===== src/mac_pkg.sv =====
//////////////////////////////
// neuron mac shared defs
//////////////////////////////
`default_nettype none

package mac_pkg;

	localparam int PIXEL_W      = 16;   // signed input pixel
	localparam int WEIGHT_W     = 16;   // one lane weight
	localparam int ACC_W        = 32;   // accumulator, wraps mod 2^32
	localparam int LANES        = 4;    // accumulators per hidden word
	localparam int HID_DEPTH    = 16;   // hidden words
	localparam int HID_ADDR_W   = 4;
	localparam int NEURONS      = 64;   // HID_DEPTH * LANES
	localparam int NEURON_IDX_W = 6;

	// last accepted strobe until its write has landed
	localparam int DRAIN_CYCLES = 2;

	typedef logic signed [PIXEL_W-1:0]        pixel_t;
	typedef logic [LANES*WEIGHT_W-1:0]        weight_word_t;  // lane 0 in low bits
	typedef logic [LANES*ACC_W-1:0]           acc_word_t;     // lane 0 in low bits
	typedef logic [HID_ADDR_W-1:0]            hid_addr_t;
	typedef logic [NEURON_IDX_W-1:0]          neuron_idx_t;   // addr * LANES + lane

	// layer control
	typedef enum logic [1:0] {
		SEQ_IDLE,   // waiting for start
		SEQ_RUN,    // taking input strobes
		SEQ_DRAIN,  // last writes in flight
		SEQ_DUMP    // reader streaming results
	} seq_state_t;

endpackage

`default_nettype wire


===== src/hidden_ram.sv =====
//////////////////////////////
// hidden accumulator ram
//////////////////////////////
`timescale 1ns/1ps
`default_nettype none

module hidden_ram (
	input  logic               clk,
	input  logic               i_write,
	input  mac_pkg::hid_addr_t i_waddr,
	input  mac_pkg::acc_word_t i_wdata,
	input  mac_pkg::hid_addr_t i_raddr_a,  // mac read side
	input  mac_pkg::hid_addr_t i_raddr_b,  // dump read side
	output mac_pkg::acc_word_t o_rdata_a,
	output mac_pkg::acc_word_t o_rdata_b
);
	import mac_pkg::*;

	acc_word_t mem [HID_DEPTH];  // 16 x 128, cleared by the first pass

	always_ff @(posedge clk) begin
		if (i_write)
			mem[i_waddr] <= i_wdata;
	end

	// both reads registered, old data on a same edge collision
	always_ff @(posedge clk) begin
		o_rdata_a <= mem[i_raddr_a];
		o_rdata_b <= mem[i_raddr_b];
	end

endmodule

`default_nettype wire


===== config.mk =====
export PLATFORM = sky130hd
export DESIGN_NAME = hidden_ram
export DESIGN_NICKNAME = d
export VERILOG_FILES = /design/src/mac_pkg.sv /design/src/hidden_ram.sv
export SDC_FILE = /design/constraint.sdc
export NUM_CORES = 2
export LEC_CHECK = 0
export BUFFER_PORTS_ARGS = -buffer_cell sky130_fd_sc_hd__buf_2
export CAP_MARGIN = 20
export CORE_MARGIN = 10
export CORE_UTILIZATION = 43
export CTS_BUF_LIST = sky130_fd_sc_hd__clkbuf_16
export DETAILED_ROUTE_END_ITERATION = 10
export GPL_TIMING_DRIVEN = 0
export PLACE_DENSITY = 0.58
export RECOVER_POWER = 25
export SKIP_LAST_GASP = 1
export SLEW_MARGIN = 20
export SYNTH_ARGS = -nofsm -noshare
export SYNTH_HDL_FRONTEND = slang
export SYNTH_SLANG_ARGS = --single-unit

===== constraint.sdc =====
create_clock -name clk -period 13.57 [get_ports clk]
set_clock_uncertainty 0.15 [all_clocks]
set_input_delay 1.357 -clock clk [delete_from_list [all_inputs] [get_ports clk]]
set_output_delay 1.357 -clock clk [all_outputs]
set_load 0.05 [all_outputs]

==> impl_metrics.ini <==
[outcome]
outcome = complete, no violations

[floorplanning]
placeableCoreArea_sq_um = 225300
fp-row-count = 174
ios = 398
die_h_um = 496.2
die_area_sq_um = 246200
start_util = 0.4328
die_w_um = 496.2

[clock_network]
cts_resized = 0
clock_insertion_delay_worst_skew_ns = 0.90
root_buffer = clkbuf_16
clock-sinks = 2304
cts_inserted_buffers = 240
htree_num_levels = 4
cts-hold-fix-buffers = 0
post_cts_buffers = 0
clk_pin_slew_ns = 0.06
cts.path.max_buffers = 3
cts_tree = built

[critical_path]
worst_setup_path_start_kind = primary input
critPathRequiredTime_ns = 14.03
r2r-start = mem[5][97]
timing.rr.end = o_rdata_b[97]
critical_path.startpoint = i_raddr_b[2]
crit_fanout = 10
reg2reg_slack_ns = 11.60
crit_type = primary input to flop
endpoint_kind = flop
reg2reg_depth = 4
cp.arrival_ns = 5.21
crit_path_end = o_rdata_b[29]

[drt]
viasPerCell = 6.493
num_vias = 53820
met3WireLength_mm = 34.05
wl_per_cell_um = 40.87
routed_wl_mm = 338.7
drtAntennaViolNets = 0
drt_iter0_drc = 7853
drc = 0
wl_met2_mm = 163.0
drt-pass1-iter-count = 6
top_layer = met5
drt-met1-wl_mm = 126.4

[final_layout]
syn_to_final_growth_pct = 18.20
instances_no_fill = 8288
final_common_cell = edfxtp_1
final_core_util = 0.5116
n_fill_cell = 17820
stdcell_area_sq_um = 115300
layout-drive-gt1-share = 0.4356
layout_common_cells = 2048 x edfxtp_1, 1178 x mux4_2, 443 x buf_2
nNetsFinal = 5189

[sta]
maxSlewViolCount = 0
setup-tns-final_ns = 0
hold_violations = 0
timing.final.crit_share = 0.3501
rsz0062_at_grt = false
whs_ns = 0.5909
setup_violations = 0
setup_slack_ns = 8.819
timing.fmax_ghz = 0.2105
maxSlewHeadroom = 0.1768
worst_slew_pin_slew_ns = 1.235
fin_crit_ns = 4.751

[placement]
port_buffers = 389
place_ws_ns = 7.972
place_inst = 7795
dpl_cell_area_sq_um = 107300
hpwl_mm = 234.1
gp_congestion = 0.8120

[logic_synthesis]
postSynthCellCount = 4186
synth_fa_ha_area_frac = 0
ys_seq_elements = 2304
synth_xor_area_frac = 0
synth.distinct_cells = 21
synthMuxAreaShare = 0.2848
yosysWarnings = 0
synth_top_family_by_area = multiplexers
yosysSeqAreaShare = 0.6832
synthesis.area_sq_um = 97520
syn-num-nets = 4328
syn_area_per_cell_sq_um = 23.30
synth-simple-area-share = 0.005016
synth_compound_area_frac = 0.01196

[flow_run]
drv_cap = 0

[grt]
gr-total-overflow = 0
grt_pass1_vias = 53990
grt_max_degree = 18
grt_pass1_wl_mm = 455.1
antenna_found_initial = 72
grtUsageTotal = 0.2708

[power]
leakage_nw = 37.56
ir_drop_uv = 121.9
power_mw = 16.45
power_per_cell_area_nw_per_um2 = 142.7

[worst_hold_path]
min_path_type = flop to flop
==> power breakdown <==
part / switching (mW) / internal, mW
registers: 0.0911 / 7.94
clock network: 2.86 / 3.83
logic: 1.13 / 0.602
total: 4.08 / 12.4
==> final cells by class <==
| cell class | count | area, sq um | share of cell area |
|---|---|---|---|
| Antenna cell | 32 | 80.08 | 0.0006947 |
| Buffer | 314 | 1553 | 0.01347 |
| Sequential cell | 2304 | 66620 | 0.5780 |
| Clock buffer | 253 | 6331 | 0.05492 |
| Clock inverter | 206 | 1658 | 0.01438 |
| Timing Repair Buffer | 619 | 5749 | 0.04987 |
| Tap cell | 2992 | 3744 | 0.03248 |
| Multi-Input combinational cell | 1568 | 29540 | 0.2562 |
==> layer usage <==
| metal | GRT usage | vias up |
|---|---|---|
| met4 | 0.1112 | 50 |
| li1 | - | 20430 |
| met1 | 0.3584 | 29250 |
| met2 | 0.4337 | 3406 |
| met3 | 0.06489 | 682 |
| met5 | 0 | - |
==> synth_stat cells <==
library cell  instances  area, sq um
buf_4                 9        67.56
o32ai_1              22        192.7
edfxtp_1           2048        61500
a211oi_1             58        435.4
nor2b_1              58        362.9
o22ai_1              22        137.6
nand3_1               1        5.000
nor3_1                4        20.02
nand2_1               2        7.510
buf_2               135        675.7
a21oi_1              80        400.4
nor2_1               12        45.04
buf_1                29        108.9
clkbuf_1            129        484.2
nand2b_1              4        25.02
or3b_2                1        8.760
dfxtp_1             256         5125
mux2i_1             124         1241
mux4_2             1178        26530
buf_6                12        135.1
nand3b_1              2        15.01
==> critical path: stages <==
cell	delay, ns
buf_2	0.41
buf_2	0.68
buf_2	0.48
clkbuf_1	0.85
clkbuf_1	0.89
a21oi_1	0.47
==> flip-flops by register name, indices dropped and copies added (netlist names) <==
register   count
mem         2048
o_rdata_a    128
o_rdata_b    128
==> how the worst min path moves through the flow <==
stage,from,end,slack [ns],cells after the start
floorplan,mem[2][6],o_rdata_a[6],0.56,3
global placement,mem[6][56],o_rdata_b[56],0.61,3
detailed placement,mem[7][56],o_rdata_b[56],0.59,3
CTS,mem[6][8],o_rdata_a[8],0.60,3
global route,mem[7][8],o_rdata_a[8],0.64,3
finish,mem[2][8],o_rdata_a[8],0.59,3
==> kinds of logic (layout without fill, tap and decap cells) <==
kind of cell,Yosys count,count (layout)
AOI/OAI and AO/OA,182,182
buffers and inverters,314,1392
DFF,2304,2304
muxes,1302,1302
other,0,32
and+or+nand+nor,84,84
No activity file was read; power rests on OpenSTA's default activity.
