[src/mac_pkg.sv]
//////////////////////////////
// neuron mac shared defs
//////////////////////////////
`default_nettype none

package mac_pkg;

	localparam int PIXEL_W      = 16;   // signed input pixel
	localparam int WEIGHT_W     = 16;   // one lane weight
	localparam int ACC_W        = 32;   // accumulator, wraps mod 2^32
	localparam int LANES        = 4;    // accumulators per hidden word
	localparam int HID_DEPTH    = 16;   // hidden words
	localparam int HID_ADDR_W   = 4;
	localparam int NEURONS      = 64;   // HID_DEPTH * LANES
	localparam int NEURON_IDX_W = 6;

	// last accepted strobe until its write has landed
	localparam int DRAIN_CYCLES = 2;

	typedef logic signed [PIXEL_W-1:0]        pixel_t;
	typedef logic [LANES*WEIGHT_W-1:0]        weight_word_t;  // lane 0 in low bits
	typedef logic [LANES*ACC_W-1:0]           acc_word_t;     // lane 0 in low bits
	typedef logic [HID_ADDR_W-1:0]            hid_addr_t;
	typedef logic [NEURON_IDX_W-1:0]          neuron_idx_t;   // addr * LANES + lane

	// layer control
	typedef enum logic [1:0] {
		SEQ_IDLE,   // waiting for start
		SEQ_RUN,    // taking input strobes
		SEQ_DRAIN,  // last writes in flight
		SEQ_DUMP    // reader streaming results
	} seq_state_t;

endpackage

`default_nettype wire

[src/mac_lane_array.sv]
//////////////////////////////
// four lane mac pipeline
//////////////////////////////
`timescale 1ns/1ps
`default_nettype none

module mac_lane_array (
	input  logic                  clk,
	input  logic                  reset,
	input  logic                  i_op_valid,
	input  mac_pkg::pixel_t       i_pixel,
	input  mac_pkg::weight_word_t i_weights,
	input  mac_pkg::hid_addr_t    i_addr,
	input  logic                  i_first,
	input  mac_pkg::acc_word_t    i_rdata,   // old word, one cycle after o_raddr
	output mac_pkg::hid_addr_t    o_raddr,
	output logic                  o_write,
	output mac_pkg::hid_addr_t    o_waddr,
	output mac_pkg::acc_word_t    o_wdata
);
	import mac_pkg::*;

	logic                    s1_valid;
	hid_addr_t               s1_addr;
	logic                    s1_first;
	logic signed [ACC_W-1:0] s1_prod [LANES];  // pixel * weight per lane

	// read the old word while products are formed
	assign o_raddr = i_addr;

	always_ff @(posedge clk) begin
		if (reset) begin
			s1_valid <= 1'b0;
			o_write  <= 1'b0;
		end else begin
			s1_valid <= i_op_valid;
			o_write  <= s1_valid;     // two edges after the op strobe
		end
	end

	always_ff @(posedge clk) begin
		s1_addr  <= i_addr;
		s1_first <= i_first;
		o_waddr  <= s1_addr;
	end

	for (genvar l = 0; l < LANES; l++) begin : g_lane
		logic signed [WEIGHT_W-1:0] weight;
		logic signed [ACC_W-1:0]    old_acc;

		assign weight  = i_weights[l*WEIGHT_W +: WEIGHT_W];
		assign old_acc = i_rdata[l*ACC_W +: ACC_W];

		always_ff @(posedge clk) begin
			s1_prod[l] <= i_pixel * weight;   // 16x16 signed, full 32 bit
			// first pass drops whatever the word held
			o_wdata[l*ACC_W +: ACC_W] <= s1_first ? s1_prod[l] : old_acc + s1_prod[l];
		end
	end

	// the word being read has no write still in flight
	a_no_raw_hazard: assert property (@(posedge clk) disable iff (reset)
		i_op_valid |-> !(s1_valid && s1_addr == i_addr) && !(o_write && o_waddr == i_addr));

endmodule

`default_nettype wire

[config.mk]
export PLATFORM = sky130hd
export DESIGN_NAME = mac_lane_array
export DESIGN_NICKNAME = d
export VERILOG_FILES = /design/src/mac_pkg.sv /design/src/mac_lane_array.sv
export SDC_FILE = /design/constraint.sdc
export NUM_CORES = 2
export LEC_CHECK = 0
export BUFFER_PORTS_ARGS = -buffer_cell sky130_fd_sc_hd__buf_4
export CORE_UTILIZATION = 38
export DETAILED_ROUTE_END_ITERATION = 10
export SYNTH_ARGS = -nofsm -noshare
export SYNTH_HDL_FRONTEND = slang
export SYNTH_SLANG_ARGS = --single-unit
[constraint.sdc]
create_clock -name clk -period 16.6 [get_ports clk]
set_clock_uncertainty 0.15 [all_clocks]
set_input_delay 0.83 -clock clk [delete_from_list [all_inputs] [get_ports clk]]
set_output_delay 0.83 -clock clk [all_outputs]
set_load 0.01 [all_outputs]
==> metrics <==
CTS buffer count 39; pin count of the biggest net entering global routing 79; Post-Synthesis Cells 5,678; status finished, final reports clean; Die Width 371 um; total global routing overflow 0; Max Transition Viols Final 0; antenna violations before repair 14; Final Hold Violating Endpoints 0; TritonCTS clock tree built; Worst Max-Slew Pin Slew 1.04 ns; clk buf depth 3; mapped cell area 51,700 um^2; Final ANT Viol Nets 0; row count 135; adder-cell share of the synthesized area 51.6%; top_reg_cell synth dfxtp_1; CP Cell Sequence buf_4, buf_4, and2_1, fa_1, inv_1, fa_1, fa_1, inv_1, fa_1, fa_1, inv_1, fa_1, inv_1, ha_1, nand4_1, inv_1, nand4_1, a2111oi_0, o211ai_1, a31oi_1, a21o_1, a21oi_1, xnor2_1; worst path buffer plus inverter count 7; Pre-antenna DRT Iters 5; DR WL/cell 16.7 um; Worst-path clk slew 0.05 ns; Setup Buffers After CTS 0; Hold Path Class flop to flop; first-pass GRT wire length 211 mm; I/O Buffers 352; Seq/Total Area, Yosys 10.3%; R2R setup slack 12.90 ns; Post-DP HPWL 103 mm; CP startpoint kind input port; CP max stage delay 0.89 ns; share of cells above drive strength 1 7.85%; Total GRT Usage 19.3%; max cap viols 0; leading area contributor after synthesis fa_1; critical path type input port to flop; share of the synthesized area in the top cell type 40.7%; count leader, synth inv_1; vias in the first global route 40,328; Post-Layout Cell Count 7,688; CP top delay family adder cells; slowest stage cell, crit path a2111oi_0; Inst Count DP 7,605; Synth area leaders fa_1 41%, ha_1 11%, dfxtp_1 10%; Starting DRT DRC Count 1,867; most frequent cells after synthesis 1,171 x inv_1, 1,052 x fa_1, 659 x nand2_1, 506 x and2_1, 452 x ha_1; vias per inst 4.92; Final Setup Violations 0; setup TNS 0 ns; via count 37,793; IO Pins 353; crit path max fanout 39; fmax 139 MHz; Hold-fix buffers, CTS 0; Synth Area in XOR/XNOR 3.94%; fin nets 7,585; CTS H-Tree Depth 2; core area 135,000 um^2; post-synthesis mux area share 0.326%; crit path DAT 7.48 ns; WL final 128 mm; Post-Syn Nets 7,398; Simple-Gate Fraction of Synth Area 14.7%; EDFF count, synth 0; largest family of logic cells by synthesized area adder cells; Avg Synthesized Cell Area 9.11 um^2; Synth async-reset ratio 0%; post-synthesis compound-gate area fraction 8.99%; # resized after CTS 0; GPL Wtd Cong 0.853; Max-slew headroom 29.2%; Worst Path Required 16.91 ns; CTS root buf clkbuf_16; Skew-Pair Late Insertion Delay 0.60 ns; fillers 13,319; clock sink count 267; Final period util 43.2%; synthesized flop and latch total 267; initial core utilization 38.2%; CP dominant cell by count fa_1; # DRC 0; area of the multi-input gates 41,200 um^2; unrepaired setup endpoints after global routing false; minimum clock period after layout 7.17 ns; Area Overhead vs Synth 10.6%; Netlist cell types 78; Yosys warning count 0; register area 5350 um^2; Die H 371 um; die area 138,000 um^2; crit end category flop
[layout by cell type, fill, tap and decap left out, drive strengths merged, types with 8 or more instances in the layout]
master and count:
and2 506, o211ai 14, o311ai 8, nor2b 26
and3 13, nor2 170, a31o 8, nor3 36
o21bai 27, o21a 34, o31ai 28, or3 16
nand4 16, dfxtp 267, inv 1172, a31oi 25
a211oi 25, o21ai 201, nor3b 9, buf 365
clkinv 11, a21o 100, a21boi 14, xor2 80
nand2b 44, ha 452, diode 11, nand2 659
nand3 35, a21oi 182, xnor2 153, clkbuf 54
mux2i 9, fa 1052
[stage by stage]
stage,area (um^2),setup slack (ns),hold slack (ns),util (%)
6_report,57200,9.43,0.174,42.3
5_1_grt,57200,8.81,0.165,42.3
4_1_cts,57200,9.35,0.141,42.3
3_5_place_dp,55900,8.74,0.164,41.3
3_3_place_gp,55900,8.91,0.160,41.3
2_1_floorplan,51700,9.68,0.160,-
[final cells by class]
type                    count  share of cell area (%)
flip-flops and latches    267                    9.35
multi-input cells        4021                    71.9
repair buffers            365                    4.79
clock buffers              54                    1.89
inverters                1171                    7.68
clock inverters            18                   0.413
well taps                1781                    3.89
diodes                     11                  0.0481
[worst paths after layout]
path	cells after the start	end	from
min	0	o_waddr[2]$_DFF_P_	s1_addr[2]$_DFF_P_
max	23	s1_prod[2][31]$_DFF_P_	i_pixel[11]
max reg2reg	11	o_wdata[95]$_DFF_P_	s1_prod[2][1]$_DFF_P_
min reg2reg	0	o_waddr[2]$_DFF_P_	s1_addr[2]$_DFF_P_
[flip-flops by register name (all words and copies together), names as in the netlist]
name,flops
o_wdata,128
s1_first,1
s1_prod,128
s1_addr,4
s1_valid,1
o_waddr,4
o_write,1
[layer usage]
| layer | routed length (um) | GRT usage, % |
|---|---|---|
| met5 | 114 | 0 |
| met3 | 6620 | 2.80 |
| met2 | 64700 | 34.1 |
| met4 | 2490 | 4.37 |
| met1 | 54400 | 24.7 |
[kinds of logic after synthesis]
kind of cell,after synthesis
buf+inv,1390
simple gates,1551
fa+ha+maj,1504
flops,267
xor+xnor,233
mux,16
compound gates,717
[worst reg2reg max path, cell delays in order, from the launching register on]
cell and delay (ns):
dfxtp_1 0.31, ha_1 0.29, a211oi_1 0.37, o211ai_1 0.21
a32oi_1 0.45, nor3_1 0.16, nor4b_1 0.66, o311ai_0 0.27
a31oi_1 0.31, xor2_1 0.17, nor2_1 0.06, xor2_1 0.17
Power is left out: the tool's default activity adds up to more than one toggle a clock period on the data nets, which glitch-free logic cannot reach.
