--- src/mac_pkg.sv ---
//////////////////////////////
// neuron mac shared defs
//////////////////////////////
`default_nettype none

package mac_pkg;

	localparam int PIXEL_W      = 16;   // signed input pixel
	localparam int WEIGHT_W     = 16;   // one lane weight
	localparam int ACC_W        = 32;   // accumulator, wraps mod 2^32
	localparam int LANES        = 4;    // accumulators per hidden word
	localparam int HID_DEPTH    = 16;   // hidden words
	localparam int HID_ADDR_W   = 4;
	localparam int NEURONS      = 64;   // HID_DEPTH * LANES
	localparam int NEURON_IDX_W = 6;

	// last accepted strobe until its write has landed
	localparam int DRAIN_CYCLES = 2;

	typedef logic signed [PIXEL_W-1:0]        pixel_t;
	typedef logic [LANES*WEIGHT_W-1:0]        weight_word_t;  // lane 0 in low bits
	typedef logic [LANES*ACC_W-1:0]           acc_word_t;     // lane 0 in low bits
	typedef logic [HID_ADDR_W-1:0]            hid_addr_t;
	typedef logic [NEURON_IDX_W-1:0]          neuron_idx_t;   // addr * LANES + lane

	// layer control
	typedef enum logic [1:0] {
		SEQ_IDLE,   // waiting for start
		SEQ_RUN,    // taking input strobes
		SEQ_DRAIN,  // last writes in flight
		SEQ_DUMP    // reader streaming results
	} seq_state_t;

endpackage

`default_nettype wire

--- src/result_reader.sv ---
//////////////////////////////
// result stream out
//////////////////////////////
`timescale 1ns/1ps
`default_nettype none

module result_reader (
	input  logic                        clk,
	input  logic                        reset,
	input  logic                        i_dump_start,
	input  mac_pkg::acc_word_t          i_rdata,
	output mac_pkg::hid_addr_t          o_raddr,
	output logic                        o_valid,
	output mac_pkg::neuron_idx_t        o_index,
	output logic signed [mac_pkg::ACC_W-1:0] o_value,
	output logic                        o_dump_done  // with index 63
);
	import mac_pkg::*;

	logic        active;
	neuron_idx_t idx;         // neuron being read this cycle
	logic        at_last_idx;

	assign at_last_idx = (idx == neuron_idx_t'(NEURONS - 1));

	// upper bits pick the word, lower bits the lane
	assign o_raddr = idx[NEURON_IDX_W-1 -: HID_ADDR_W];
	assign o_value = i_rdata[o_index[NEURON_IDX_W-HID_ADDR_W-1:0] * ACC_W +: ACC_W];

	always_ff @(posedge clk) begin
		if (reset) begin
			active      <= 1'b0;
			idx         <= '0;
			o_valid     <= 1'b0;
			o_dump_done <= 1'b0;
		end else begin
			o_valid     <= active;     // data out one cycle after its read
			o_dump_done <= active && at_last_idx;
			if (i_dump_start) begin
				active <= 1'b1;
				idx    <= '0;
			end else if (active) begin
				idx <= idx + 1'b1;
				if (at_last_idx)
					active <= 1'b0;
			end
		end
	end

	always_ff @(posedge clk) begin
		o_index <= idx;    // lane select follows the ram latency
	end

	// sequencer must not restart a dump in progress
	a_no_restart: assert property (@(posedge clk) disable iff (reset)
		i_dump_start |-> (!active && !o_valid));

endmodule

`default_nettype wire

--- config.mk ---
export PLATFORM = sky130hd
export DESIGN_NAME = result_reader
export DESIGN_NICKNAME = d
export VERILOG_FILES = /design/src/mac_pkg.sv /design/src/result_reader.sv
export SDC_FILE = /design/constraint.sdc
export NUM_CORES = 1
export LEC_CHECK = 0
export BUFFER_PORTS_ARGS = -buffer_cell sky130_fd_sc_hd__buf_2
export CELL_PAD_IN_SITES_DETAIL_PLACEMENT = 0
export CELL_PAD_IN_SITES_GLOBAL_PLACEMENT = 1
export CORE_ASPECT_RATIO = 1.75
export CORE_UTILIZATION = 22
export CTS_CLUSTER_SIZE = 25
export DETAILED_ROUTE_END_ITERATION = 7
export PLACE_DENSITY = 0.78
export SLEW_MARGIN = 20
export SYNTH_ARGS = -nofsm -noshare
export SYNTH_HDL_FRONTEND = slang
export SYNTH_SLANG_ARGS = --single-unit
--- constraint.sdc ---
create_clock -name clk -period 1.9 [get_ports clk]
set_clock_uncertainty 0.2 [all_clocks]
set_input_delay 0.19 -clock clk [delete_from_list [all_inputs] [get_ports clk]]
set_output_delay 0.19 -clock clk [all_outputs]
set_load 0.01 [all_outputs]
==> out/metrics.cfg <==
[status]
outcome = complete, but fails checks
violations_in_the_final_reports = negative setup slack

[worst_setup_path]
required_ps = 1510
crit_path_start = o_index[0]$_DFF_P_
capturing_point_of_the_worst_reg2reg_path = idx[5]$_SDFFE_PP0P_
r2r_start = active$_SDFF_PP0_
cp.arrival_ps = 1560
worst-path-max-fanout = 8
endpoint_kind = output pin
critPathKind = reg -> out
cp-start-kind = register
reg2reg_depth = 3
reg2reg_slack_ps = 510

[timing]
fmax_mhz = 512
setup_viol = 18
hold_violations = 0
worst_slack_ps = -52.4
slew_headroom_pct = 83.1
worst_pin_slew_ps = 253
share_of_the_clock_period_used_by_the_worst_path_pct = 103
slew_violations = 0
fin_hold_ws_ps = 10.7
fin_crit_ps = 1950
grt_setup_unrepaired = true

[pwr]
leak_pwr_nw = 1.21
pwr_density_cell_nw_per_um2 = 432
vdd.ir_drop.worst_uv = 420

[floorplanning]
floorplan.die_area_um2 = 6540
std_cell_rows = 37
initial_utilization_pct = 23.1
die_width_um = 61.6
io-pin-count = 175
die-height_um = 106
core-area_um2 = 5930

[clock_tree]
tritoncts.num_buffers = 3
clock_latency_of_the_later_clocked_register_in_the_worst_skew_pair_ps = 240
clk_transition_reported_paths_ps = 60
h-tree-depth = 1
tritoncts = done
root_buffer = clkbuf_8
cts-root-to-sink-buffers = 2
cts.sinks = 15

[synth]
synth_seq_area_share_pct = 22.0
postSynthAreaPerCell_um2 = 16.1
synth_seq_cells = 15
yosys-mux-area-fraction_pct = 59.5
synth_fa_ha_area_share_pct = 0.916
syn_inst = 85
synth_top_family_by_area = multiplexers
synth_area_um2 = 1370
yosys_warnings = 0
syn_nets = 217
synth.distinct_cells = 25
synth-simple-area-share_pct = 5.77
synth_compound_gate_area_share_pct = 1.19
synthXorXnorAreaFrac_pct = 2.56

[placed_design]
dp_hpwl_um = 5810
dp_cells = 328
routabilityCongestion = 0.956
portBuffers = 174

[layout]
layout.core_utilization_pct = 42.4
drive_gt1_share_pct = 84.6
design.final.nets = 392
final_cells = 337
final_common_cell = buf_2
antenna-diode-count = 0
most_used_cells_in_the_layout_excluding_fill_and_tap_cells = buf_2 (147), mux4_2 (32), buf_6 (27)
syn_to_final_growth_pct = 83.9

[min_path]
worst_hold_startpoint = i_dump_start
hold_class = in -> reg
hold_depth = 3
hold-path-endpoint = active$_SDFF_PP0_

[drt]
vias = 1614
detailedRoute.firstPassIterationCount = 4
routed_wl_um = 7130
antenna_violating_nets_post_route = 0
drc = 0
route.detailed.wl_per_inst_um = 21.2
initial_drc_count = 92
vias_per_cell = 4.79

[global_route]
gr-usage-all-layers_pct = 20.3
grt_overflow = 0
first_pass_grt_wire_length_um = 9430
first_global_vias = 1773
grt_start_max_net_pins = 27
grt_antenna_before_repair = 0

[run]
timing.max_cap.violations = 0

[flip-flops by register name, summed over array words and instances (netlist names)]
| signal | cells |
|---|---|
| active | 1 |
| idx | 6 |
| o_dump_done | 1 |
| o_index | 6 |
| o_valid | 1 |
[worst max-delay path: stages (launching register included)]
cell,delay [ps]
dfxtp_4,430
buf_16,160
mux4_2,570
buf_6,150
[how the worst max path moves through the flow]
| stage | to | slack, ps | cells after the start |
|---|---|---|---|
| finish | o_value[10] | -50 | 3 |
| global route | o_value[10] | -90 | 3 |
| CTS | o_value[26] | -70 | 3 |
| detailed placement | o_value[10] | 100 | 3 |
| global placement | o_value[10] | 80 | 3 |
| floorplan | o_value[10] | 240 | 3 |
[Yosys cell counts]
library cell | number | share of area (%)
a21oi_1 | 1 | 0.37
or2b_1 | 1 | 0.55
xor2_1 | 3 | 1.9
o21ai_0 | 1 | 0.37
mux4_1 | 22 | 42
buf_6 | 4 | 3.3
nor2_1 | 6 | 1.6
nor3_1 | 1 | 0.37
buf_4 | 4 | 2.2
clkbuf_8 | 1 | 1.0
inv_1 | 2 | 0.55
clkbuf_1 | 1 | 0.27
nand3_1 | 1 | 0.37
dfxtp_1 | 15 | 22
mux2i_1 | 1 | 0.73
or3_1 | 1 | 0.46
ha_1 | 1 | 0.92
o22ai_1 | 1 | 0.46
nand2_1 | 2 | 0.55
or2_2 | 1 | 0.46
mux4_2 | 10 | 16
xnor2_1 | 1 | 0.64
nand4_2 | 1 | 0.92
nand4_1 | 1 | 0.46
buf_2 | 2 | 0.73
[through the flow]
stage | setup TNS [ps] | instance area, µm² | setup slack [ps] | total power [mW]
after floorplan | 0 | 1370 | 238 | 0.512
after global placement | 0 | 2280 | 84.9 | 0.725
after detailed placement | 0 | 2280 | 103 | 0.730
after CTS | -614 | 2360 | -72.8 | 1.02
after global routing | -1630 | 2510 | -85.8 | 1.14
final | -263 | 2510 | -52.4 | 1.08
[what timing repair did]
item,CTS,global route
setup endpoints to repair,31,32
endpoints found under the hold margin,1,0
gates cloned,2,1
hold buffers,1,0
gates resized for setup,24,34
buffers inserted,1,0
[logic make-up (layout without fill, tap and decap cells)]
logic type | Yosys count | after routing
AO/OA/AOI/OAI | 3 | 3
XOR/XNOR | 4 | 4
adder cells (fa/ha/maj) | 1 | 1
buffers and inverters | 14 | 188
flip-flops | 15 | 15
multiplexers | 33 | 33
AND/OR/NAND/NOR | 15 | 15
[final cells by class]
cell class	instances	area [µm²]
multi-input combinational	56	873
clock buffer	4	45.0
fill	644	3410
sequential	15	304
tap	78	97.6
timing repair buffer	182	1180
inverter	2	7.51
[layer usage]
metal	vias to the layer above	part of all wire [%]	track usage (%)	wire, µm
met1	782	35	23.9	2520
li1	700	-	-	-
met5	-	0	0	0
met2	124	48	33.8	3430
met4	0	1.1	4.44	81
met3	8	15	8.15	1110
[where the power goes]
group | total [mW] | switching (mW) | internal [mW] | leakage (nW)
sequential | 0.333 | 0.0117 | 0.321 | 0.122
combinational | 0.504 | 0.186 | 0.318 | 1.06
clock | 0.248 | 0.0996 | 0.148 | 0.0228
total | 1.08 | 0.298 | 0.787 | 1.21
(Power assumes the default switching activity.)
