## src/mac_pkg.sv

```systemverilog
//////////////////////////////
// neuron mac shared defs
//////////////////////////////
`default_nettype none

package mac_pkg;

	localparam int PIXEL_W      = 16;   // signed input pixel
	localparam int WEIGHT_W     = 16;   // one lane weight
	localparam int ACC_W        = 32;   // accumulator, wraps mod 2^32
	localparam int LANES        = 4;    // accumulators per hidden word
	localparam int HID_DEPTH    = 16;   // hidden words
	localparam int HID_ADDR_W   = 4;
	localparam int NEURONS      = 64;   // HID_DEPTH * LANES
	localparam int NEURON_IDX_W = 6;

	// last accepted strobe until its write has landed
	localparam int DRAIN_CYCLES = 2;

	typedef logic signed [PIXEL_W-1:0]        pixel_t;
	typedef logic [LANES*WEIGHT_W-1:0]        weight_word_t;  // lane 0 in low bits
	typedef logic [LANES*ACC_W-1:0]           acc_word_t;     // lane 0 in low bits
	typedef logic [HID_ADDR_W-1:0]            hid_addr_t;
	typedef logic [NEURON_IDX_W-1:0]          neuron_idx_t;   // addr * LANES + lane

	// layer control
	typedef enum logic [1:0] {
		SEQ_IDLE,   // waiting for start
		SEQ_RUN,    // taking input strobes
		SEQ_DRAIN,  // last writes in flight
		SEQ_DUMP    // reader streaming results
	} seq_state_t;

endpackage

`default_nettype wire

```

## src/input_sequencer.sv

```systemverilog
//////////////////////////////
// input sequencer
//////////////////////////////
`timescale 1ns/1ps
`default_nettype none

module input_sequencer (
	input  logic                  clk,
	input  logic                  reset,
	input  logic                  i_start,      // only seen in idle
	input  logic                  i_valid,      // only seen in run
	input  mac_pkg::pixel_t       i_pixel,
	input  mac_pkg::weight_word_t i_weights,
	input  logic                  i_last,
	input  logic                  i_dump_done,  // from result reader
	output logic                  o_busy,
	output logic                  o_op_valid,
	output mac_pkg::pixel_t       o_pixel,
	output mac_pkg::weight_word_t o_weights,
	output mac_pkg::hid_addr_t    o_addr,
	output logic                  o_first,      // overwrite instead of add
	output logic                  o_dump_start
);
	import mac_pkg::*;

	seq_state_t state;
	hid_addr_t  addr;           // hidden word for the next strobe
	logic       first;          // still in pixel 0
	logic [1:0] drain_cnt;
	logic       accept;
	logic       at_last_addr;

	assign accept       = i_valid && (state == SEQ_RUN);
	assign at_last_addr = (addr == hid_addr_t'(HID_DEPTH - 1));
	assign o_busy       = (state != SEQ_IDLE);

	always_ff @(posedge clk) begin
		if (reset) begin
			state        <= SEQ_IDLE;
			addr         <= '0;
			first        <= 1'b0;
			drain_cnt    <= '0;
			o_op_valid   <= 1'b0;
			o_dump_start <= 1'b0;
		end else begin
			o_op_valid   <= accept;     // one strobe per accepted input
			o_dump_start <= 1'b0;
			case (state)
				SEQ_IDLE: begin
					if (i_start) begin
						state <= SEQ_RUN;
						addr  <= '0;
						first <= 1'b1;      // first pass clears the memory
					end
				end
				SEQ_RUN: begin
					if (i_valid) begin
						addr <= addr + 1'b1;  // wraps 15 -> 0
						if (at_last_addr) begin
							first <= 1'b0;
							// i_last elsewhere is ignored
							if (i_last) begin
								state     <= SEQ_DRAIN;
								drain_cnt <= '0;
							end
						end
					end
				end
				SEQ_DRAIN: begin
					drain_cnt <= drain_cnt + 1'b1;
					if (drain_cnt == 2'(DRAIN_CYCLES - 1)) begin
						o_dump_start <= 1'b1;
						state        <= SEQ_DUMP;
					end
				end
				SEQ_DUMP: begin
					if (i_dump_done)
						state <= SEQ_IDLE;
				end
				default: state <= SEQ_IDLE;
			endcase
		end
	end

	// operand register
	always_ff @(posedge clk) begin
		if (accept) begin
			o_pixel   <= i_pixel;
			o_weights <= i_weights;
			o_addr    <= addr;
			o_first   <= first;
		end
	end

	// reader finishes only while we wait for it
	a_done_in_dump: assert property (@(posedge clk) disable iff (reset)
		i_dump_done |-> (state == SEQ_DUMP));

endmodule

`default_nettype wire

```

## config.mk

```make
export PLATFORM = sky130hd
export DESIGN_NAME = input_sequencer
export DESIGN_NICKNAME = d
export VERILOG_FILES = /design/src/mac_pkg.sv /design/src/input_sequencer.sv
export SDC_FILE = /design/constraint.sdc
export NUM_CORES = 1
export LEC_CHECK = 0
export BUFFER_PORTS_ARGS = -buffer_cell sky130_fd_sc_hd__buf_2
export CORE_MARGIN = 3
export CORE_UTILIZATION = 44
export CTS_CLUSTER_DIAMETER = 60
export CTS_CLUSTER_SIZE = 25
export DETAILED_ROUTE_END_ITERATION = 8
export GPL_TIMING_DRIVEN = 0
export PLACE_DENSITY = 0.9
export SLEW_MARGIN = 5
export SYNTH_ARGS = -nofsm -noshare
export SYNTH_HDL_FRONTEND = slang
export SYNTH_SLANG_ARGS = --single-unit
```

## constraint.sdc

```tcl
create_clock -name clk -period 3.5 [get_ports clk]
set_input_delay 0.35 -clock clk [delete_from_list [all_inputs] [get_ports clk]]
set_output_delay 0.35 -clock clk [all_outputs]
set_load 0.02 [all_outputs]
```

==> impl_metrics.tcl, run 1 <==
set metrics [dict create \
    arrival_ps 2120 \
    clockBufferDepth 2 \
    routed_via_density 4.70 \
    ir_drop_uv 352 \
    power_mw 2.92 \
    num_rows 30 \
    power.density_mw_per_mm2 661 \
    area_growth_pct 37.9 \
    final_cell_area_mm2 0.00441 \
    routed_wirelength_mm 7.95 \
    ctsHtreeMaxLevel 3 \
    finalWorstSetupSlack_ps 1420 \
    die_x_um 91.3 \
    outcome "finished, final reports clean" \
    antenna_found_initial 0 \
    dp_hpwl_mm 6.19 \
    die-area_mm2 0.00833 \
    io_pins 174 \
    post-route-period-util_pct 59.5 \
    yosys_warnings 0 \
    placed_area_mm2 0.00421 \
    ys_types 27 \
    cts_tree "done" \
    clock.fmax_ghz 0.480 \
    drt_iter0_drc 86 \
    slew_headroom_pct 67.8 \
    startpoint_type "flip-flop" \
    fin_util_pct 63.9 \
    setup_viol 0 \
    fin_skew_ps 5.59 \
    grt_pass1_vias 2116 \
    cts_resized 0 \
    wl_per_cell_um 18.0 \
    drc 0 \
    worstMarginPinSlew_ps 483 \
    final_cells 441 \
    grt_max_degree 48 \
    crit_path_cell_trace "ha_1, nand2_1, inv_4, buf_12" \
    leakage_nw 1.83 \
    diodes 0 \
    die_y_um 91.3 \
    root_buffer "clkbuf_8" \
    holdWs_ps 171 \
    crit_path_end_kind "flip-flop" \
    path_class "flip-flop to flip-flop" \
    nNetsFinal 433 \
    drv_slew 0 \
    dp_slack_ps 1450 \
    place_inst 425 \
    critPathRequiredTime_ps 3540 \
    syn_nets 248 \
    critPathSlowestCell "dfxtp_1" \
    critPathMaxFanout 47 \
    grt_pass1_wl_mm 11.6 \
    avgSynthCellArea_um2 20.6 \
    grt_overflow 0 \
    max_cap_violations 0 \
    dr.pass1.iters 4 \
    ant_nets 0 \
    seq_area_frac_synth_pct 86.7 \
    synth_cells 155 \
    hold_buffers 0 \
    hold_class "input port to flip-flop" \
    worstSkewPairLatency_ps 350 \
    coreArea_mm2 0.00691 \
    hold_viol 0 \
    gp_congestion 0.753 \
    period_minus_slack_ps 2080 \
    cts_sinks 96 \
    slowest_delay_ps 440 \
    synth-seq-cells 96 \
    grt_setup_unrepaired "false" \
    cts_setup_buffers 0 \
    fin_setup_tns_ps 0 \
    track_usage_pct 19.0 \
    vias 2072 \
    synthesis.area_mm2 0.00320 \
    drive_above_1_share_pct 57.1 \
    cts_buffers 9 \
    path_clk_slew_ps 90 \
    initial_core_util_pct 46.3 \
    port-buffer-count 173 \
]
## report_power, final
| group | switching [mW] | leakage [nW] | internal, mW |
|---|---|---|---|
| Clock | 0.386 | 0.0969 | 0.339 |
| Sequential | 0.0517 | 0.870 | 1.45 |
| Combinational | 0.464 | 0.864 | 0.230 |
## registers in the layout, summed over array words and instances (netlist names)
signal and flops:
drain_cnt 2, o_first 1, state 2, addr 4, o_dump_start 1, o_pixel 16, first 1, o_op_valid 1
o_weights 64, o_addr 4
## cells in the mapped netlist, drive strengths merged
cell type / number / area [um^2]
dfxtp: 11 / 220
or3: 1 / 6.26
and2: 1 / 6.26
nand2b: 3 / 18.8
edfxtp: 85 / 2550
a211oi: 3 / 35.0
o21ai: 2 / 10.0
a21oi: 7 / 38.8
nor2: 5 / 18.8
clkbuf: 1 / 3.75
nor4b: 1 / 15.0
a221oi: 2 / 30.0
a311oi: 1 / 8.76
nor2b: 4 / 32.5
inv: 8 / 30.0
a41o: 1 / 10.0
and3: 1 / 6.26
nand3b: 3 / 22.5
mux2i: 1 / 10.0
ha: 7 / 87.6
nand2: 3 / 11.3
nor3: 1 / 5.00
nand3: 3 / 20.0
## per-layer routing
| layer | track usage [%] | wire length [um] | vias up |
|---|---|---|---|
| li1 | - | - | 960 |
| met1 | 17.5 | 2570 | 995 |
| met2 | 35.3 | 4430 | 106 |
| met3 | 8.62 | 779 | 11 |
| met4 | 8.29 | 161 | 0 |
| met5 | 0 | 0 | - |
## logic make-up (layout without fill, tap and decap cells)
family                     count (synthesis)  in the layout  synth area share [%]
adders and majority gates                  7              7                  2.74
AOI/OAI and AO/OA                         16             16                  4.15
muxes                                      1              1                 0.313
buffers and inverters                      9            199                  1.06
and+or+nand+nor                           26             26                  5.08
DFF                                       96             96                  86.7
## worst paths after layout
kind / from / endpoint / slack (ps) / depth (start not counted)
setup / recovery: state[0]$_SDFFE_PP0P_ / o_pixel[15]$_DFFE_PP_ / 1420 / 4
hold / removal: i_weights[20] / o_weights[20]$_DFFE_PP_ / 170 / 1
setup reg to reg: state[0]$_SDFFE_PP0P_ / o_pixel[15]$_DFFE_PP_ / 1420 / 4
hold reg to reg: first$_SDFFE_PP0P_ / o_first$_DFFE_PP_ / 460 / 0
## cells in the final DEF, fill, tap and decap left out, types with 3 or more instances in the layout
cell type / n
buf_2: 173
edfxtp_1: 85
dfxtp_1: 11
clkbuf_8: 9
inv_1: 7
ha_1: 7
a21oi_1: 6
nor2_1: 5
nand2_1: 3
nor2b_1: 3
nand3b_1: 3
nand2b_1: 3
## area by class of cell
| type | count | area, um^2 |
|---|---|---|
| flip-flops and latches | 96 | 2770 |
| fillers | 525 | 2490 |
| inverters | 8 | 32.5 |
| multi-input cells | 50 | 393 |
| repair buffers | 174 | 886 |
| clock buffers | 9 | 124 |
| clock inverters | 7 | 80.1 |
| well taps | 96 | 120 |
| plain buffers | 1 | 3.75 |
## worst max-delay path: cells and delay by family, from the launching register on
kind | cells | cell delay [ps]
adder cells (fa/ha/maj) | 1 | 360
buffers and inverters | 2 | 730
AND/OR/NAND/NOR | 1 | 210
flip-flops | 1 | 440
Note: power is estimated with default switching activity, not from simulation.
==> run 2: changes to the inputs <==
Settings changed: CORE_UTILIZATION 44 to 40, PLACE_DENSITY 0.9 to 0.87.
Clock period 3.5 ns to 1.85 ns, I/O delays scaled along.
==> impl_metrics.tcl, run 2 (synthesis gave the netlist of run 1 again) <==
set metrics [dict create \
    outcome "finished, final reports clean" \
    dp_slack_ps -293 \
    largest_register_ffs 64 \
    max_cap_violations 0 \
    gp_congestion 0.739 \
    path_buf_inv 1 \
    grt_pass1_vias 2346 \
    cts_setup_buffers 0 \
    top_register "o_weights" \
    fill_cells 475 \
    cts_buffers 9 \
    path_clk_slew_ps 90 \
    drv_slew 0 \
    vias 2347 \
    routed_via_density 4.59 \
    drive_above_1_share_pct 50.2 \
    critPathSlowestCell "dfxtp_4" \
    worstMarginPinSlew_ps 459 \
    dr.pass1.iters 4 \
    hold_viol 0 \
    root_buffer "clkbuf_8" \
    path_delay_family "compound AO/OA/AOI/OAI gates" \
    critPathMaxFanout 6 \
    setup_viol 0 \
    drt_iter0_drc 108 \
    initial_core_util_pct 42.7 \
    slew_headroom_pct 69.2 \
    track_usage_pct 18.0 \
    die_y_um 95.4 \
    nNetsFinal 499 \
    fin_skew_ps 13.7 \
    clockBufferDepth 2 \
    die_x_um 95.4 \
    ant_nets 0 \
    drc 0 \
    power.density_mw_per_mm2 1130 \
    crit_path_cell_trace "inv_1, ha_1, nor2b_2, a211oi_4, a211oi_1, a41o_1" \
    area_growth_pct 60.0 \
    final_common_cell "buf_2" \
    ctsHtreeMaxLevel 3 \
    io_pins 174 \
    die-area_mm2 0.00911 \
    period_minus_slack_ps 1700 \
    grt_setup_unrepaired "false" \
    antenna_found_initial 3 \
    crit_path_end_kind "flip-flop" \
    fin_setup_tns_ps 0 \
    coreArea_mm2 0.00749 \
    grt_overflow 0 \
    clock.fmax_ghz 0.589 \
    wl_per_cell_um 17.2 \
    routed_wirelength_mm 8.81 \
    mostFrequentLayoutCells "173 x buf_2, 85 x edfxtp_1, 64 x dlygate4sd3_1" \
    post-route-period-util_pct 91.8 \
    cts_tree "done" \
    fin_util_pct 68.4 \
    critPathRequiredTime_ps 2080 \
    grt_max_degree 47 \
    leakage_nw 2.11 \
    num_rows 31 \
    startpoint_type "flip-flop" \
    power_mw 5.79 \
    port-buffer-count 173 \
    dp_hpwl_mm 5.69 \
    path_class "flip-flop to flip-flop" \
    worstSkewPairLatency_ps 340 \
    holdWs_ps 16.1 \
    finalWorstSetupSlack_ps 151 \
    grt_pass1_wl_mm 12.0 \
    cts_sinks 96 \
    arrival_ps 1930 \
    slowest_delay_ps 390 \
    top_regs "o_weights x64, o_pixel x16" \
    hold_class "input port to flip-flop" \
    ir_drop_uv 578 \
]
[run 2: cell types whose count changed in the layout (fill, tap and decap cells not counted), sizes merged]
cell | before | now
dlygate4sd3 | 0 | 64
inv | 10 | 9
clkinv | 2 | 1
clkinvlp | 2 | 4
diode | 0 | 2
bufinv | 1 | 2
[run 2: cell type report]
class                           count  area (um^2)  share of cell area [%]
Sequential cell                    96         2780                    54.3
Tap cell                           99          124                    2.42
Multi-Input combinational cell     50          420                    8.22
Timing Repair inverter              2         12.5                   0.244
Timing Repair Buffer              238         1530                    29.8
Inverter                            8         33.8                   0.660
Buffer                              1         3.75                  0.0733
Clock inverter                      6         90.1                    1.76
Antenna cell                        2         5.00                  0.0978
Clock buffer                        9          124                    2.42
[run 2: power breakdown]
group          internal [mW]  switching (mW)
combinational          0.560           0.924
clock                  0.761           0.694
sequential              2.75           0.108
[run 2: timing repair]
| item | 4_1_cts | 5_1_grt |
|---|---|---|
| gates cloned | 1 | 1 |
| gates resized for setup | 2 | 3 |
| endpoints found under the setup margin | 89 | 48 |
| pin swaps | 0 | 0 |
| hold buffers | 56 | 8 |
| hold endpoints to repair | 56 | 8 |
[run 2: metal layers]
layer,up-vias,GRT usage [%],part of all wire [%]
met2,110,34.5,56
met5,-,0,0.11
met3,13,6.55,8.6
met1,1128,18.1,34
met4,2,5.09,1.2
li1,1094,-,-
[run 2: path summary, 6_finish.rpt]
| path | from | to | slack (ps) | depth (start not counted) |
|---|---|---|---|---|
| worst max-delay path | state[0]$_SDFFE_PP0P_ | state[1]$_SDFFE_PP0P_ | 150 | 6 |
| worst max register to register | state[0]$_SDFFE_PP0P_ | state[1]$_SDFFE_PP0P_ | 150 | 6 |
| worst min-delay path | i_weights[27] | o_weights[27]$_DFFE_PP_ | 20 | 1 |
| worst min register to register | first$_SDFFE_PP0P_ | o_first$_DFFE_PP_ | 450 | 0 |
[run 2: stage by stage]
stage	instance area, um^2	std cells
global route	5120	511
finish	5120	511
floorplan	3220	155
global placement	4210	427
detailed placement	4230	428
CTS	5020	500
